## config.mk

```make
export PLATFORM = sky130hd
export DESIGN_NAME = npc
export DESIGN_NICKNAME = d
export VERILOG_FILES = /design/src/npc_pkg.sv /design/src/inst_decode.sv /design/src/register_file.sv /design/src/alu.sv /design/src/lsu.sv /design/src/npc.sv
export VERILOG_INCLUDE_DIRS = /design/src /design/src/src
export SDC_FILE = /design/constraint.sdc
export NUM_CORES = 2
export LEC_CHECK = 0
export BUFFER_PORTS_ARGS = -buffer_cell sky130_fd_sc_hd__buf_2
export CAP_MARGIN = 15
export CELL_PAD_IN_SITES_DETAIL_PLACEMENT = 1
export CELL_PAD_IN_SITES_GLOBAL_PLACEMENT = 1
export CORE_UTILIZATION = 30
export CTS_CLUSTER_SIZE = 24
export DETAILED_ROUTE_END_ITERATION = 12
export PLACE_DENSITY_LB_ADDON = 0.15
export SYNTH_ARGS = -nofsm -noshare
export SYNTH_HDL_FRONTEND = slang
export SYNTH_HIERARCHICAL = 1
export SYNTH_SLANG_ARGS = --single-unit
```

## constraint.sdc

```tcl
create_clock -name clk -period 8.5 [get_ports clk]
set_clock_uncertainty 0.1 [all_clocks]
set_input_delay 0.85 -clock clk [delete_from_list [all_inputs] [get_ports clk]]
set_output_delay 0.85 -clock clk [all_outputs]
set_load 0.02 [all_outputs]
```

## src/npc_config.svh

```systemverilog
`ifndef NPC_CONFIG_SVH
`define NPC_CONFIG_SVH

// core configuration constants

// first fetch address after reset
// also the parked data address when no access is pending
`define NPC_RESET_PC 32'h8000_0000

// ebreak, matched on the whole word
// opcode SYSTEM, funct12 = 1, all other fields zero
`define NPC_EBREAK_INST 32'h0010_0073

// architectural integer registers, x0 included
`define NPC_NUM_REGS 32

// width of a register index
// fixed by the instruction format, not by the count above
`define NPC_REG_ADDR_W 5

// bytes per instruction, the sequential pc step
`define NPC_INST_BYTES 32'd4

`endif

```

## src/npc_pkg.sv

```systemverilog
package npc_pkg;

    // RV32I base formats, msb first
    typedef struct packed {
        logic [6:0] funct7;
        logic [4:0] rs2;
        logic [4:0] rs1;
        logic [2:0] funct3;
        logic [4:0] rd;
        logic [6:0] opcode;
    } inst_r_t;

    typedef struct packed {
        logic [11:0] imm_11_0;
        logic [4:0]  rs1;
        logic [2:0]  funct3;
        logic [4:0]  rd;
        logic [6:0]  opcode;
    } inst_i_t;

    typedef struct packed {
        logic [6:0] imm_11_5;
        logic [4:0] rs2;
        logic [4:0] rs1;
        logic [2:0] funct3;
        logic [4:0] imm_4_0;
        logic [6:0] opcode;
    } inst_s_t;

    // branch offset bits are scattered across the word
    typedef struct packed {
        logic       imm_12;
        logic [5:0] imm_10_5;
        logic [4:0] rs2;
        logic [4:0] rs1;
        logic [2:0] funct3;
        logic [3:0] imm_4_1;
        logic       imm_11;
        logic [6:0] opcode;
    } inst_b_t;

    typedef struct packed {
        logic [19:0] imm_31_12;
        logic [4:0]  rd;
        logic [6:0]  opcode;
    } inst_u_t;

    typedef struct packed {
        logic       imm_20;
        logic [9:0] imm_10_1;
        logic       imm_11;
        logic [7:0] imm_19_12;
        logic [4:0] rd;
        logic [6:0] opcode;
    } inst_j_t;

    // one fetched word, viewed in every format
    typedef union packed {
        logic [31:0] raw;
        inst_r_t     r;
        inst_i_t     i;
        inst_s_t     s;
        inst_b_t     b;
        inst_u_t     u;
        inst_j_t     j;
    } inst_t;

    typedef enum logic [2:0] {
        ALU_ADD  = 3'd0,
        ALU_SUB  = 3'd1,
        ALU_SLTU = 3'd2,
        ALU_XOR  = 3'd3,
        ALU_OR   = 3'd4,
        ALU_NE   = 3'd5
    } alu_op_e;

    // write-back source
    typedef enum logic [1:0] {
        WB_ALU = 2'd0,
        WB_MEM = 2'd1,
        WB_PC4 = 2'd2,
        WB_IMM = 2'd3
    } wb_sel_e;

    typedef struct packed {
        logic    reg_wen;
        wb_sel_e wb_sel;
        alu_op_e alu_op;
        logic    src1_is_pc;
        logic    src2_is_imm;
        logic    mem_read;
        logic    mem_write;
        // byte access, sb or lbu
        logic    mem_byte;
        logic    is_jal;
        logic    is_jalr;
        logic    is_bne;
        logic    halt;
    } ctrl_t;

    // data port, write lands on the next clock edge
    typedef struct packed {
        logic [31:0] addr;
        logic [31:0] wdata;
        logic [3:0]  wmask;
        logic        write;
    } dmem_req_t;

endpackage

```

## src/inst_decode.sv

```systemverilog
`timescale 1ns/10ps

`include "npc_config.svh"

module inst_decode (
    input  npc_pkg::inst_t inst,
    output npc_pkg::ctrl_t ctrl,
    output logic [31:0]    imm
);

    import npc_pkg::*;

    // major opcodes of the supported subset
    localparam logic [6:0] OPC_LUI    = 7'b0110111;
    localparam logic [6:0] OPC_AUIPC  = 7'b0010111;
    localparam logic [6:0] OPC_JAL    = 7'b1101111;
    localparam logic [6:0] OPC_JALR   = 7'b1100111;
    localparam logic [6:0] OPC_BRANCH = 7'b1100011;
    localparam logic [6:0] OPC_LOAD   = 7'b0000011;
    localparam logic [6:0] OPC_STORE  = 7'b0100011;
    localparam logic [6:0] OPC_OP_IMM = 7'b0010011;
    localparam logic [6:0] OPC_OP     = 7'b0110011;

    logic [6:0]  opcode;
    logic [2:0]  funct3;
    logic [6:0]  funct7;
    logic [31:0] imm_i;
    logic [31:0] imm_s;
    logic [31:0] imm_b;
    logic [31:0] imm_u;
    logic [31:0] imm_j;

    // opcode and functs sit at the same place in every format
    assign opcode = inst.r.opcode;
    assign funct3 = inst.r.funct3;
    assign funct7 = inst.r.funct7;

    // sign extension from bit 31 in all but U
    assign imm_i = {{20{inst.i.imm_11_0[11]}}, inst.i.imm_11_0};
    assign imm_s = {{20{inst.s.imm_11_5[6]}}, inst.s.imm_11_5, inst.s.imm_4_0};
    assign imm_b = {{19{inst.b.imm_12}}, inst.b.imm_12, inst.b.imm_11,
                    inst.b.imm_10_5, inst.b.imm_4_1, 1'b0};
    assign imm_u = {inst.u.imm_31_12, 12'b0};
    assign imm_j = {{11{inst.j.imm_20}}, inst.j.imm_20, inst.j.imm_19_12,
                    inst.j.imm_11, inst.j.imm_10_1, 1'b0};

    always_comb begin
        // unknown words fall through as a no-op
        ctrl        = '0;
        ctrl.wb_sel = WB_ALU;
        ctrl.alu_op = ALU_ADD;
        imm         = '0;

        case (opcode)
            OPC_LUI: begin
                ctrl.reg_wen = 1'b1;
                ctrl.wb_sel  = WB_IMM;
                imm          = imm_u;
            end
            OPC_AUIPC: begin
                // pc + U immediate through the alu
                ctrl.reg_wen     = 1'b1;
                ctrl.src1_is_pc  = 1'b1;
                ctrl.src2_is_imm = 1'b1;
                imm              = imm_u;
            end
            OPC_JAL: begin
                ctrl.reg_wen = 1'b1;
                ctrl.wb_sel  = WB_PC4;
                ctrl.is_jal  = 1'b1;
                imm          = imm_j;
            end
            OPC_JALR: begin
                // target rs1 + imm from the alu adder
                ctrl.reg_wen     = (funct3 == 3'b000);
                ctrl.wb_sel      = WB_PC4;
                ctrl.is_jalr     = (funct3 == 3'b000);
                ctrl.src2_is_imm = 1'b1;
                imm              = imm_i;
            end
            OPC_BRANCH: begin
                // only bne, compare rs1 against rs2
                ctrl.is_bne = (funct3 == 3'b001);
                ctrl.alu_op = ALU_NE;
                imm         = imm_b;
            end
            OPC_LOAD: begin
                // lw 010, lbu 100
                ctrl.mem_read = (funct3 == 3'b010) || (funct3 == 3'b100);
                ctrl.mem_byte = (funct3 == 3'b100);
                ctrl.reg_wen  = ctrl.mem_read;
                ctrl.wb_sel   = WB_MEM;
                imm           = imm_i;
            end
            OPC_STORE: begin
                // sw 010, sb 000
                ctrl.mem_write = (funct3 == 3'b010) || (funct3 == 3'b000);
                ctrl.mem_byte  = (funct3 == 3'b000);
                imm            = imm_s;
            end
            OPC_OP_IMM: begin
                ctrl.src2_is_imm = 1'b1;
                imm              = imm_i;
                case (funct3)
                    3'b000: begin
                        ctrl.reg_wen = 1'b1;
                        ctrl.alu_op  = ALU_ADD;
                    end
                    3'b011: begin
                        ctrl.reg_wen = 1'b1;
                        ctrl.alu_op  = ALU_SLTU;
                    end
                    default: ctrl.reg_wen = 1'b0;
                endcase
            end
            OPC_OP: begin
                ctrl.reg_wen = 1'b1;
                case (funct3)
                    // funct7 bit 5 splits add from sub
                    3'b000:  ctrl.alu_op = funct7[5] ? ALU_SUB : ALU_ADD;
                    3'b011:  ctrl.alu_op = ALU_SLTU;
                    3'b100:  ctrl.alu_op = ALU_XOR;
                    3'b110:  ctrl.alu_op = ALU_OR;
                    default: ctrl.reg_wen = 1'b0;
                endcase
            end
            default: ctrl.reg_wen = 1'b0;
        endcase

        // ebreak only on the exact word
        ctrl.halt = (inst.raw == `NPC_EBREAK_INST);
    end

endmodule

```

## src/register_file.sv

```systemverilog
`timescale 1ns/10ps

`include "npc_config.svh"

module register_file (
    input  logic                       clk,
    input  logic [`NPC_REG_ADDR_W-1:0] raddr1,
    input  logic [`NPC_REG_ADDR_W-1:0] raddr2,
    output logic [31:0]                rdata1,
    output logic [31:0]                rdata2,
    input  logic                       wen,
    input  logic [`NPC_REG_ADDR_W-1:0] waddr,
    input  logic [31:0]                wdata
);

    // x0 has an entry but it is never written
    logic [31:0] regs [`NPC_NUM_REGS];

    // write at the retiring edge
    always_ff @(posedge clk) begin
        if (wen && (waddr != '0)) begin
            regs[waddr] <= wdata;
        end
    end

    // combinational reads, x0 forced to zero
    // a write in this cycle is seen only after the edge
    assign rdata1 = (raddr1 == '0) ? 32'd0 : regs[raddr1];
    assign rdata2 = (raddr2 == '0) ? 32'd0 : regs[raddr2];

endmodule

```

## src/alu.sv

```systemverilog
`timescale 1ns/10ps

module alu (
    input  logic [31:0]      src1,
    input  logic [31:0]      src2,
    input  npc_pkg::alu_op_e alu_op,
    output logic [31:0]      result
);

    import npc_pkg::*;

    logic [31:0] sum;
    logic [31:0] diff;

    // shared adder paths
    assign sum  = src1 + src2;
    assign diff = src1 - src2;

    always_comb begin
        case (alu_op)
            ALU_ADD: begin
                result = sum;
            end
            ALU_SUB: begin
                result = diff;
            end
            ALU_SLTU: begin
                // unsigned compare, 0 or 1
                result = {31'd0, (src1 < src2)};
            end
            ALU_XOR: begin
                result = src1 ^ src2;
            end
            ALU_OR: begin
                result = src1 | src2;
            end
            ALU_NE: begin
                // 1 means bne is taken
                result = {31'd0, (diff != 32'd0)};
            end
            default: begin
                result = 32'd0;
            end
        endcase
    end

endmodule

```

## src/lsu.sv

```systemverilog
`timescale 1ns/10ps

`include "npc_config.svh"

module lsu (
    input  logic [31:0]         base,
    input  logic [31:0]         imm,
    input  logic [31:0]         store_data,
    input  logic                mem_read,
    input  logic                mem_write,
    input  logic                mem_byte,
    input  logic                enable,
    output npc_pkg::dmem_req_t  dmem_req,
    input  logic [31:0]         dmem_rdata,
    output logic [31:0]         load_data
);

    logic [31:0] eff_addr;
    logic [1:0]  lane;
    logic [7:0]  load_byte;

    // effective byte address
    assign eff_addr = base + imm;
    assign lane     = eff_addr[1:0];

    // park the address on the reset vector when idle
    // byte address kept whole, lane also shows in the mask
    assign dmem_req.addr = (mem_read || mem_write) ? eff_addr : `NPC_RESET_PC;

    // sb moves the byte into its lane, sw passes the word
    assign dmem_req.wdata = mem_byte ? ({24'd0, store_data[7:0]} << {lane, 3'b000})
                                     : store_data;

    // one-hot for sb, full for sw, none when not storing
    assign dmem_req.wmask = !mem_write ? 4'b0000 :
                            mem_byte   ? (4'b0001 << lane) :
                                         4'b1111;

    // no write in reset or after halt
    assign dmem_req.write = mem_write && enable;

    // lbu picks the addressed lane
    assign load_byte = dmem_rdata[{lane, 3'b000} +: 8];

    // zero extend for lbu, whole word for lw
    assign load_data = !mem_read ? 32'd0 :
                       mem_byte  ? {24'd0, load_byte} :
                                   dmem_rdata;

endmodule

```

## src/npc.sv

```systemverilog
`timescale 1ns/10ps

`include "npc_config.svh"

module npc (
    input  logic                clk,
    input  logic                reset,
    output logic [31:0]         imem_addr,
    input  logic [31:0]         imem_rdata,
    output npc_pkg::dmem_req_t  dmem_req,
    input  logic [31:0]         dmem_rdata,
    output logic                halt
);

    import npc_pkg::*;

    logic [31:0] pc;
    logic [31:0] next_pc;
    logic [31:0] pc_plus4;
    logic [31:0] pc_target;
    inst_t       inst;
    ctrl_t       ctrl;
    logic [31:0] imm;
    logic [31:0] rs1_data;
    logic [31:0] rs2_data;
    logic [31:0] alu_src1;
    logic [31:0] alu_src2;
    logic [31:0] alu_result;
    logic [31:0] load_data;
    logic [31:0] wb_data;
    logic        write_enable;
    logic        branch_taken;

    // fetch is combinational off the pc
    assign imem_addr = pc;
    assign inst      = inst_t'(imem_rdata);

    inst_decode i_inst_decode (
        .inst (inst),
        .ctrl (ctrl),
        .imm  (imm)
    );

    // fetched ebreak keeps halt up, pc holds so it stays fetched
    assign halt = ctrl.halt;

    // every architectural write blocked in reset and on halt
    assign write_enable = !reset && !ctrl.halt;

    register_file i_register_file (
        .clk    (clk),
        .raddr1 (inst.r.rs1),
        .raddr2 (inst.r.rs2),
        .rdata1 (rs1_data),
        .rdata2 (rs2_data),
        .wen    (ctrl.reg_wen && write_enable),
        .waddr  (inst.r.rd),
        .wdata  (wb_data)
    );

    // operand muxes
    assign alu_src1 = ctrl.src1_is_pc  ? pc  : rs1_data;
    assign alu_src2 = ctrl.src2_is_imm ? imm : rs2_data;

    alu i_alu (
        .src1   (alu_src1),
        .src2   (alu_src2),
        .alu_op (ctrl.alu_op),
        .result (alu_result)
    );

    lsu i_lsu (
        .base       (rs1_data),
        .imm        (imm),
        .store_data (rs2_data),
        .mem_read   (ctrl.mem_read),
        .mem_write  (ctrl.mem_write),
        .mem_byte   (ctrl.mem_byte),
        .enable     (write_enable),
        .dmem_req   (dmem_req),
        .dmem_rdata (dmem_rdata),
        .load_data  (load_data)
    );

    // link value and pc-relative target
    assign pc_plus4     = pc + `NPC_INST_BYTES;
    assign pc_target    = pc + imm;
    assign branch_taken = ctrl.is_bne && (alu_result == 32'd1);

    // priority halt, jalr, jal or taken bne, then sequential
    always_comb begin
        if (ctrl.halt) begin
            next_pc = pc;
        end else if (ctrl.is_jalr) begin
            next_pc = {alu_result[31:1], 1'b0};
        end else if (ctrl.is_jal || branch_taken) begin
            next_pc = pc_target;
        end else begin
            next_pc = pc_plus4;
        end
    end

    // write-back source
    always_comb begin
        case (ctrl.wb_sel)
            WB_MEM:  wb_data = load_data;
            WB_PC4:  wb_data = pc_plus4;
            WB_IMM:  wb_data = imm;
            default: wb_data = alu_result;
        endcase
    end

    // one instruction retires per edge
    always_ff @(posedge clk) begin
        if (reset) begin
            pc <= `NPC_RESET_PC;
        end else begin
            pc <= next_pc;
        end
    end

endmodule

```

==> out/qor.yml <==
outcome: "complete, no violations"
place.gp.congestion: 0.973
numCtsBuffers: 130
wire_per_inst_um: 38.1
numPortBuffers: 167
yosys-top-cells-area: "edfxtp_1 49%, mux4_2 12%, mux2i_1 5.6%"
hold_buffers: 0
worstPathMaxFanout: 25
p_leak_uw: 0.0262
cp_num_buf_inv: 8
rsz0062_at_grt: "no"
cts_tree: "built"
arrival_ps: 8380
dp_hpwl_um: 218000
critPathMaxStageDelay_ps: 890
holdWs_ps: 485
critPathKind: "input port to flip-flop"
design.core.area_um2: 207000
startpoint_type: "input port"
cellPowerDensity_nw_per_um2: 221
setup_violations: 0
die_area_um2: 210000
firstDrtPassIters: 5
critPathSlowestCell: "a211oi_1"
synthTopCellsByCount: "1024 x edfxtp_1, 351 x mux2i_1, 329 x mux4_2, 226 x nor2_1, 219 x nand2_1"
ioPinCount: 168
grt_overflow_total: 0
cts.clk_slew.worst_paths_ps: 80
design_area_um2: 73800
num_vias: 47603
first_iter_violations: 5054
yosysTopAreaCell: "edfxtp_1"
grt_max_degree: 72
drv_slew: 0
min_period_ps: 7750
die_h_um: 459
synth-seq-cells: 1056
start_util_pct: 30.2
holdCritPathClass: "input port to flip-flop"
cts.sink_count: 1056
yosysWarnings: 6
htree_levels: 4
fin_cells: 7982
synth_ff_type: "edfxtp_1"
cpLargestDelayFamily: "compound AO/OA/AOI/OAI gates"
drive_gt1_share_pct: 27.1
synth_cell_type_count: 115
finalSetupTns_ps: 0
grtUsageTotal_pct: 28.4
synth_most_common_cell: "edfxtp_1"
hold_viol_final: 0
ys_seq_area_share_pct: 50.1
worst_setup_path_end_kind: "flip-flop"
synth_top_area_share_pct: 49.1
syn_area_um2: 62600
areaGrowthSynthToFinish_pct: 17.8
cts_root_buf: "clkbuf_16"
dp.cells: 7742
max_cap_violations: 0
synth-edff-count: 1024
fin_crit_sh_pct: 91.2
cts_setup_buffers: 0
fmax_mhz: 129
clk_path_buf_depth: 3
drt-total-wl_um: 305000
cts_resized: 0
viasPerCell: 5.96
drtAntennaViolNets: 0
grt_first_pass_wirelength_um: 413000
path_common_cell: "a21oi_1"
antenna_found_initial: 17
clk-insertion-delay-late_ps: 820
grt_pass1_vias: 48323
async_flop_share_pct: 0
tightest_slew_ps: 1240
syn-instance-count: 4649
placed_area_um2: 69600
die_x_um: 459
slew_headroom_pct: 17.4
syn_avg_cell_area_um2: 13.5
rows: 167
ir_drop_uv: 175
crit_required_ps: 9130
nets: 5314
drc_errors: 0
-- metal layers --
metal	GRT usage, %	routed length [um]	up-vias	share of wire [%]
li1	-	-	19609	-
met1	36.6	125000	25442	41
met2	46.6	144000	2036	47
met3	3.95	18300	514	6.0
met4	14.3	17100	2	5.6
met5	0	11	-	0.0036
-- final cells by class --
type / count / area (um2)
clock buffer: 149 / 3370
fill: 21820 / 134000
multi-input combinational: 3113 / 29400
clock inverter: 85 / 808
antenna: 6 / 15.0
tap: 2788 / 3490
sequential: 1056 / 31400
timing repair buffer: 612 / 4680
inverter: 173 / 654
-- path summary, 6_finish.rpt --
path	slack, ps	depth (start not counted)	endpoint	from
max	750	32	imem_addr[6]	imem_rdata[21]
min	480	3	imem_addr[15]	reset
max reg2reg	1340	30	imem_addr[6]	i_register_file/regs[15][0]
min reg2reg	480	2	imem_addr[29]	imem_addr[29]
-- cells in the final DEF (no fill, tap or decap), types with 132 or more instances in the layout --
master / synthesis / routed
nand2_1: 219 / 219
edfxtp_1: 1024 / 1024
inv_1: 160 / 158
ha_1: 158 / 158
nor2_1: 226 / 192
o21ai_0: 164 / 162
buf_4: 57 / 410
buf_2: 72 / 160
a21oi_1: 211 / 208
mux2_2: 133 / 133
mux4_2: 329 / 329
clkbuf_16: 0 / 132
mux2i_1: 351 / 351
-- worst min-delay path: stages --
cell,delay (ps)
buf_2,100
buf_4,250
a21oi_1,160
-- sequential cells by signal (all words and copies together), names as in the netlist --
| register | count |
|---|---|
| imem_addr | 32 |
| i_register_file/regs | 1024 |
-- power breakdown --
group | total, uW | leakage (uW) | internal, uW | switching [uW]
sequential | 6540 | 0.00952 | 6500 | 34.1
clock | 5550 | 0.00203 | 3170 | 2380
combinational | 4210 | 0.0146 | 1340 | 2870
-- metrics by stage --
step / util (%) / setup slack [ps] / total power, uW
finish: 35.6 / 752 / 16300
global route: 35.6 / 514 / 16700
CTS: 35.6 / 954 / 16300
detailed placement: 33.6 / 109 / 10800
global placement: 33.6 / 108 / 10700
floorplan: - / 1700 / 8730
-- kinds of logic after synthesis --
| group | share of synthesized area (%) |
|---|---|
| other | 0.00599 |
| AND/OR/NAND/NOR | 7.12 |
| XOR/XNOR | 1.53 |
| AO/OA/AOI/OAI | 12.0 |
| buffers and inverters | 3.78 |
| multiplexers | 22.1 |
| adder cells (fa/ha/maj) | 3.29 |
| flip-flops | 50.1 |
No activity file was read; power rests on OpenSTA's default activity.
